===== config.mk =====
export PLATFORM = sky130hd
export DESIGN_NAME = exec_core
export DESIGN_NICKNAME = d
export VERILOG_FILES = /design/src/source/exec_pkg.sv /design/src/source/alu_unit.sv /design/src/source/mul_unit.sv /design/src/source/reorder_buffer.sv /design/src/source/exec_core.sv
export SDC_FILE = /design/constraint.sdc
export NUM_CORES = 2
export LEC_CHECK = 0
export ABC_AREA = 1
export ABC_CLOCK_PERIOD_IN_PS = 13100
export BUFFER_PORTS_ARGS = -buffer_cell sky130_fd_sc_hd__buf_2
export CELL_PAD_IN_SITES_DETAIL_PLACEMENT = 2
export CELL_PAD_IN_SITES_GLOBAL_PLACEMENT = 2
export CORE_UTILIZATION = 44
export DETAILED_ROUTE_END_ITERATION = 7
export PLACE_DENSITY_LB_ADDON = 0.15
export SYNTH_ARGS = -nofsm -noshare
export SYNTH_HDL_FRONTEND = slang
export SYNTH_SLANG_ARGS = --single-unit

===== constraint.sdc =====
create_clock -name clk -period 13.1 [get_ports clk]
set_input_delay 1.965 -clock clk [delete_from_list [all_inputs] [get_ports clk]]
set_output_delay 1.965 -clock clk [all_outputs]
set_load 0.02 [all_outputs]

===== src/source/exec_pkg.sv =====
package exec_pkg;

    localparam int XLEN = 32;
    localparam int REG_W = 5;

    // Tags travel at full width, the ROB uses only its low index bits
    localparam int TAG_MAX_W = 4;

    typedef enum logic {
        UNIT_ALU = 1'b0,
        UNIT_MUL = 1'b1
    } unit_e;

    typedef enum logic [2:0] {
        ADD = 3'd0,
        SUB = 3'd1,
        AND = 3'd2,
        OR  = 3'd3,
        XOR = 3'd4,
        SLL = 3'd5,
        SRL = 3'd6,
        SLT = 3'd7
    } alu_op_e;

    // ALU view of the control nibble, op sits in bits 2..0
    typedef struct packed {
        logic    reserved;
        alu_op_e op;
    } alu_ctrl_t;

    // Multiply view of the same nibble, high_half is bit 0
    typedef struct packed {
        logic reserved;
        logic signed_b;
        logic signed_a;
        logic high_half;
    } mul_ctrl_t;

    // One control word, decoded by whichever unit takes the operation
    typedef union packed {
        alu_ctrl_t alu;
        mul_ctrl_t mul;
    } op_ctrl_u;

    // Wishbone write data for one issued operation
    typedef struct packed {
        unit_e              unit;
        logic [REG_W-1:0]   rd;
        op_ctrl_u           ctrl;
        logic [XLEN-1:0]    operand_a;
        logic [XLEN-1:0]    operand_b;
    } issue_word_t;

    typedef struct packed {
        logic                 valid;
        logic [TAG_MAX_W-1:0] tag;
        unit_e                unit;
        op_ctrl_u             ctrl;
        logic [XLEN-1:0]      operand_a;
        logic [XLEN-1:0]      operand_b;
    } dispatch_t;

    typedef struct packed {
        logic                 valid;
        logic [TAG_MAX_W-1:0] tag;
        logic [XLEN-1:0]      value;
    } result_t;

    typedef struct packed {
        logic [TAG_MAX_W-1:0] tag;
        logic [REG_W-1:0]     rd;
        logic [XLEN-1:0]      value;
    } commit_t;

endpackage


===== src/source/alu_unit.sv =====
module alu_unit (
    input  logic                 clk,
    input  logic                 reset,
    input  exec_pkg::dispatch_t  dispatch,
    output exec_pkg::result_t    result
);

    exec_pkg::alu_ctrl_t        ctrl;
    logic                       take;
    logic [exec_pkg::XLEN-1:0]  a;
    logic [exec_pkg::XLEN-1:0]  b;
    logic [4:0]                 shamt;
    logic [exec_pkg::XLEN-1:0]  alu_value;

    // Control nibble read as ALU control
    assign ctrl  = dispatch.ctrl.alu;
    assign take  = dispatch.valid && (dispatch.unit == exec_pkg::UNIT_ALU);
    assign a     = dispatch.operand_a;
    assign b     = dispatch.operand_b;
    assign shamt = b[4:0];

    always_comb begin
        case (ctrl.op)
            exec_pkg::ADD: alu_value = a + b;
            exec_pkg::SUB: alu_value = a - b;
            exec_pkg::AND: alu_value = a & b;
            exec_pkg::OR:  alu_value = a | b;
            exec_pkg::XOR: alu_value = a ^ b;
            exec_pkg::SLL: alu_value = a << shamt;
            exec_pkg::SRL: alu_value = a >> shamt;
            // Signed compare, result is 0 or 1
            exec_pkg::SLT: begin
                alu_value = {{(exec_pkg::XLEN-1){1'b0}}, ($signed(a) < $signed(b))};
            end
            default: alu_value = '0;
        endcase
    end

    // One register stage, so the result shows one cycle after dispatch
    always_ff @(posedge clk) begin
        if (reset) begin
            result.valid <= 1'b0;
        end else begin
            result.valid <= take;
        end
        if (take) begin
            result.tag   <= dispatch.tag;
            result.value <= alu_value;
        end
    end

endmodule


===== src/source/mul_unit.sv =====
module mul_unit #(
    parameter int MUL_LATENCY = 3
) (
    input  logic                 clk,
    input  logic                 reset,
    input  exec_pkg::dispatch_t  dispatch,
    output exec_pkg::result_t    result
);

    // State carried down the multiply pipe
    typedef struct packed {
        logic                           valid;
        logic [exec_pkg::TAG_MAX_W-1:0] tag;
        logic                           high_half;
        logic [2*exec_pkg::XLEN-1:0]    product;
    } mul_stage_t;

    exec_pkg::mul_ctrl_t                ctrl;
    logic                               take;
    logic signed [exec_pkg::XLEN:0]     a_ext;
    logic signed [exec_pkg::XLEN:0]     b_ext;
    logic signed [2*exec_pkg::XLEN-1:0] full_product;
    mul_stage_t                         stage_in;
    mul_stage_t                         pipe [MUL_LATENCY];
    mul_stage_t                         last;

    // Same control nibble, read as multiply control
    assign ctrl = dispatch.ctrl.mul;
    assign take = dispatch.valid && (dispatch.unit == exec_pkg::UNIT_MUL);

    // 33 bit operands, top bit set only for a signed negative value
    assign a_ext = {ctrl.signed_a & dispatch.operand_a[exec_pkg::XLEN-1], dispatch.operand_a};
    assign b_ext = {ctrl.signed_b & dispatch.operand_b[exec_pkg::XLEN-1], dispatch.operand_b};

    // Low 64 bits of the extended product hold both halves
    assign full_product = (2*exec_pkg::XLEN)'(a_ext) * (2*exec_pkg::XLEN)'(b_ext);

    always_comb begin
        stage_in.valid     = take;
        stage_in.tag       = dispatch.tag;
        stage_in.high_half = ctrl.high_half;
        stage_in.product   = full_product;
    end

    // First stage takes the product, the rest just shift it along
    always_ff @(posedge clk) begin
        if (reset) begin
            for (int i = 0; i < MUL_LATENCY; i++) begin
                pipe[i].valid <= 1'b0;
            end
        end else begin
            pipe[0] <= stage_in;
            for (int i = 1; i < MUL_LATENCY; i++) begin
                pipe[i] <= pipe[i-1];
            end
        end
    end

    assign last = pipe[MUL_LATENCY-1];

    // Half select after the final register
    always_comb begin
        result.valid = last.valid;
        result.tag   = last.tag;
        if (last.high_half) begin
            result.value = last.product[2*exec_pkg::XLEN-1:exec_pkg::XLEN];
        end else begin
            result.value = last.product[exec_pkg::XLEN-1:0];
        end
    end

endmodule


===== src/source/reorder_buffer.sv =====
module reorder_buffer #(
    parameter int ROB_DEPTH = 8
) (
    input  logic                   clk,
    input  logic                   reset,
    input  logic                   wb_cyc,
    input  logic                   wb_stb,
    input  exec_pkg::issue_word_t  wb_dat,
    input  exec_pkg::result_t      alu_result,
    input  exec_pkg::result_t      mul_result,
    output logic                   wb_ack,
    output exec_pkg::dispatch_t    dispatch,
    output logic                   commit_valid,
    output exec_pkg::commit_t      commit
);

    localparam int IDX_W = $clog2(ROB_DEPTH);

    typedef struct packed {
        logic                          busy;
        logic                          done;
        logic [exec_pkg::REG_W-1:0]    rd;
        logic [exec_pkg::XLEN-1:0]     value;
    } rob_entry_t;

    rob_entry_t                 entries [ROB_DEPTH];
    logic [IDX_W-1:0]           head;
    logic [IDX_W-1:0]           tail;
    logic [IDX_W:0]             count;

    logic                       full;
    logic                       accept;
    logic                       retire;
    logic                       alu_hits_head;
    logic                       mul_hits_head;
    logic [exec_pkg::XLEN-1:0]  head_value;

    assign full   = (count == (IDX_W+1)'(ROB_DEPTH));

    // Ack only every other cycle, and only with a free entry
    assign accept = wb_cyc && wb_stb && !wb_ack && !full;

    // A result for the head can retire it on the same edge it is written
    assign alu_hits_head = alu_result.valid && (alu_result.tag[IDX_W-1:0] == head);
    assign mul_hits_head = mul_result.valid && (mul_result.tag[IDX_W-1:0] == head);

    always_comb begin
        head_value = entries[head].value;
        if (alu_hits_head) begin
            head_value = alu_result.value;
        end else if (mul_hits_head) begin
            head_value = mul_result.value;
        end
    end

    assign retire = entries[head].busy &&
                    (entries[head].done || alu_hits_head || mul_hits_head);

    // Issue handshake and dispatch, registered together
    always_ff @(posedge clk) begin
        if (reset) begin
            wb_ack         <= 1'b0;
            dispatch.valid <= 1'b0;
        end else begin
            wb_ack         <= accept;
            dispatch.valid <= accept;
        end
        if (accept) begin
            dispatch.tag       <= exec_pkg::TAG_MAX_W'(tail);
            dispatch.unit      <= wb_dat.unit;
            dispatch.ctrl      <= wb_dat.ctrl;
            dispatch.operand_a <= wb_dat.operand_a;
            dispatch.operand_b <= wb_dat.operand_b;
        end
    end

    // Entry table, pointers and occupancy
    always_ff @(posedge clk) begin
        if (reset) begin
            for (int i = 0; i < ROB_DEPTH; i++) begin
                entries[i].busy <= 1'b0;
                entries[i].done <= 1'b0;
            end
            head  <= '0;
            tail  <= '0;
            count <= '0;
        end else begin
            if (accept) begin
                entries[tail].busy <= 1'b1;
                entries[tail].done <= 1'b0;
                entries[tail].rd   <= wb_dat.rd;
                tail               <= tail + 1'b1;
            end
            // Both paths may finish in one cycle, always on different tags
            if (alu_result.valid) begin
                entries[alu_result.tag[IDX_W-1:0]].done  <= 1'b1;
                entries[alu_result.tag[IDX_W-1:0]].value <= alu_result.value;
            end
            if (mul_result.valid) begin
                entries[mul_result.tag[IDX_W-1:0]].done  <= 1'b1;
                entries[mul_result.tag[IDX_W-1:0]].value <= mul_result.value;
            end
            // Retire last so it wins over a result landing on the head
            if (retire) begin
                entries[head].busy <= 1'b0;
                entries[head].done <= 1'b0;
                head               <= head + 1'b1;
            end
            count <= count + (IDX_W+1)'(accept) - (IDX_W+1)'(retire);
        end
    end

    // In-order commit record, at most one per cycle
    always_ff @(posedge clk) begin
        if (reset) begin
            commit_valid <= 1'b0;
        end else begin
            commit_valid <= retire;
        end
        if (retire) begin
            commit.tag   <= exec_pkg::TAG_MAX_W'(head);
            commit.rd    <= entries[head].rd;
            commit.value <= head_value;
        end
    end

endmodule


===== src/source/exec_core.sv =====
module exec_core #(
    parameter int ROB_DEPTH   = 8,
    parameter int MUL_LATENCY = 3
) (
    input  logic                   clk,
    input  logic                   reset,
    input  logic                   wb_cyc,
    input  logic                   wb_stb,
    input  exec_pkg::issue_word_t  wb_dat,
    output logic                   wb_ack,
    output logic                   commit_valid,
    output exec_pkg::commit_t      commit
);

    // One dispatch record feeds both paths
    exec_pkg::dispatch_t dispatch;
    exec_pkg::result_t   alu_result;
    exec_pkg::result_t   mul_result;

    reorder_buffer #(
        .ROB_DEPTH    (ROB_DEPTH)
    ) u_rob (
        .clk          (clk),
        .reset        (reset),
        .wb_cyc       (wb_cyc),
        .wb_stb       (wb_stb),
        .wb_dat       (wb_dat),
        .alu_result   (alu_result),
        .mul_result   (mul_result),
        .wb_ack       (wb_ack),
        .dispatch     (dispatch),
        .commit_valid (commit_valid),
        .commit       (commit)
    );

    alu_unit u_alu (
        .clk          (clk),
        .reset        (reset),
        .dispatch     (dispatch),
        .result       (alu_result)
    );

    mul_unit #(
        .MUL_LATENCY  (MUL_LATENCY)
    ) u_mul (
        .clk          (clk),
        .reset        (reset),
        .dispatch     (dispatch),
        .result       (mul_result)
    );

endmodule


==> reports/metrics.csv <==
metric;value;unit
r2r_end;u_mul.pipe[0][63];
wirelength;372;mm
cp_slowest_cell;fa_1;
drt_iter0_drc;6820;
max_cap_violations;0;
area_growth;6.82;%
pre_cts_slack;3.54;ns
cpMostUsedCell;fa_1;
yosys.area.top_type;fa_1;
clkTransAtPathRegs;0.06;ns
drcViolationCount;0;
setup-tns-final;0;ns
drive_above_1_share;4.92;%
cts.sink_count;681;
syn_nets;10661;
layout_common_cells;nand2_1 (2083), inv_1 (1936), fa_1 (1128), nor2_1 (786), o21ai_0 (668);
setup_viol;0;
rsz0062_at_grt;false;
hold_path.class;reg2reg;
final_common_cell;nand2_1;
synth_seq_cells;681;
cts_resized;0;
grt_max_degree;170;
post_cts_buffers;0;
cts.path.max_buffers;3;
ys_types;58;
io_buffers;118;
grt.overflow.total;0;
worst_slew_margin_rel;13.5;%
cts_tree;built;
fillers;19034;
worst_setup_path_start_kind;flip-flop;
critPathKind;reg2reg;
gp_routability_congestion;1.02;
grt_pass1_wl;539;mm
rr_startpoint;u_rob.dispatch[6];
fp.dieH;419;microns
synth_seq_area_share;26.3;%
period_minus_slack;9.85;ns
synth.area.top_cells;fa_1 (30%), edfxtp_1 (25%), nand2_1 (10%);
clock_latency;0.74;ns
layout.nets;10518;
firstDrtPassIters;5;
io_pins;121;
min_from;u_mul.pipe[0][69];
cp_max_fo;33;
num_vias;68152;
reg2regPathDepth;28;
via_per_inst;5.99;
fin_skew;0.0830;ns
worst_pin_slew;1.30;ns
synth_flop_cell;edfxtp_1;
slew_violations;0;
fin_crit_sh;75.2;%
async_reset_ff_share;0;%
die_w;419;microns
outcome;complete, no violations;
yosysTopAreaCellShare;29.6;%
fmax;102;MHz
worst-r2r-setup-slack;3.25;ns
crit_required;13.54;ns
cts.htree.levels;3;
crit_path_end_kind;flip-flop;
grt_pass1_vias;77927;
syn_avg_cell_area;8.36;sq um
grt_antenna_before_repair;38;
hpwl;275;mm
critical_path_arrival;10.29;ns
core_area;172000;sq um
max_stage_delay;1.03;ns
min_path_cells;2;
cts_root_buffer;clkbuf_16;
crit_family;adder cells;
cts_buffers;80;
grt_usage;43.0;%
synth-edff-count;646;
floorplan.initialDensity;44.4;%
ant_nets;0;
ctsHoldBuffers;0;
rows;152;
worst-path-stages;28;
finalHoldViolations;0;
final_core_util;47.4;%
yosys_warnings;0;
critPathBufInv;8;
min_delay_worst_endpoint;u_mul.pipe[0][139];
avgRoutedWirePerCell;32.7;microns
syn_area;76400;sq um
die_area;175000;sq um
netlist_instances;9139;
setup_slack;3.25;ns
cell type report:
cell class	instances	area (sq um)	area share [%]
Sequential cell	681	20100	24.6
Timing Repair Buffer	246	1570	1.92
Tap cell	2310	2890	3.54
Antenna cell	9	22.5	0.0276
Clock buffer	107	2110	2.59
Multi-Input combinational cell	6030	47100	57.7
Inverter	1957	7360	9.02
Clock inverter	40	444	0.544
Yosys cell counts (3+ instances only):
master and number:
a211oi_1 9, a21boi_0 4, a21o_1 11, a21oi_1 260, a221oi_1 16, a31o_2 4, a31oi_1 39, and2_1 4
buf_1 25, buf_2 89, buf_4 7, buf_6 7, clkbuf_1 337, clkbuf_2 6, clkinv_1 5, dfxtp_1 35
edfxtp_1 646, fa_1 1128, ha_1 316, inv_1 1941, inv_2 11, mux2_2 26, mux2i_1 14, nand2_1 2088
nand3_1 263, nand3_2 3, nand3b_1 6, nand4_1 39, nor2_1 791, nor2_2 6, nor3_1 44, nor4_1 8
o211ai_1 42, o21a_1 19, o21ai_0 672, o21ai_1 32, o21bai_1 25, o221ai_1 21, o22ai_1 71, o31ai_1 3
or2_1 4, or2_2 17, xnor2_1 10, xor2_1 19
registers in the layout, summed over array words and instances, names as in the netlist, named ones only:
name,flops
u_rob.head,3
u_mul.pipe,207
u_rob.wb_ack,1
u_rob.count,4
u_rob.commit,40
u_rob.dispatch,71
u_rob.tail,3
u_rob.entries,312
u_rob.commit_valid,1
u_alu.result,36
worst max-delay path by stage:
stage	slack (ns)	startpoint	endpoint
floorplan	4.41	reset	u_mul.pipe[0][0]
global placement	3.99	u_rob.dispatch[65]	u_mul.pipe[0][63]
detailed placement	3.54	u_rob.dispatch[6]	u_mul.pipe[0][63]
CTS	3.47	u_rob.dispatch[6]	u_mul.pipe[0][63]
global route	3.13	u_rob.dispatch[6]	u_mul.pipe[0][63]
finish	3.25	u_rob.dispatch[6]	u_mul.pipe[0][63]
layer usage:
metal  vias up  track usage (%)  wire, microns
met5         -            0.167            226
met4        32             28.8          29300
met3      1254             11.3          35200
met2      3602             67.8         169000
met1     35523             51.9         138000
li1      27741                -              -
cell families (layout without fill, tap and decap cells):
family                   count (synthesis)  after routing  share of synthesized area (%)
AND/OR/NAND/NOR                       3281           3281                           17.0
buffers and inverters                 2428           2350                           12.2
adder cells (fa/ha/maj)               1444           1444                           34.7
AO/OA/AOI/OAI                         1235           1235                           8.88
flip-flops                             681            681                           26.3
multiplexers                            40             40                          0.567
XOR/XNOR                                29             29                          0.332
other                                    1             10                        0.00491
metrics by stage:
step                      std cells  hold WS (ns)  instance area (sq um)
after global placement        11224         0.390                  79000
after floorplan                9139         0.388                  76400
after CTS                     11371         0.367                  81600
after global routing          11377         0.387                  81600
final                         11380         0.370                  81600
after detailed placement      11224         0.419                  79000
tightest hold or removal path, cell delays in order, from the launching register on:
cell,delay [ns]
dfxtp_1,0.31
inv_1,0.05
nor2_1,0.04
Power is not shown: default switching activity piles up to over one toggle a cycle in this logic, so the estimate is an artifact.
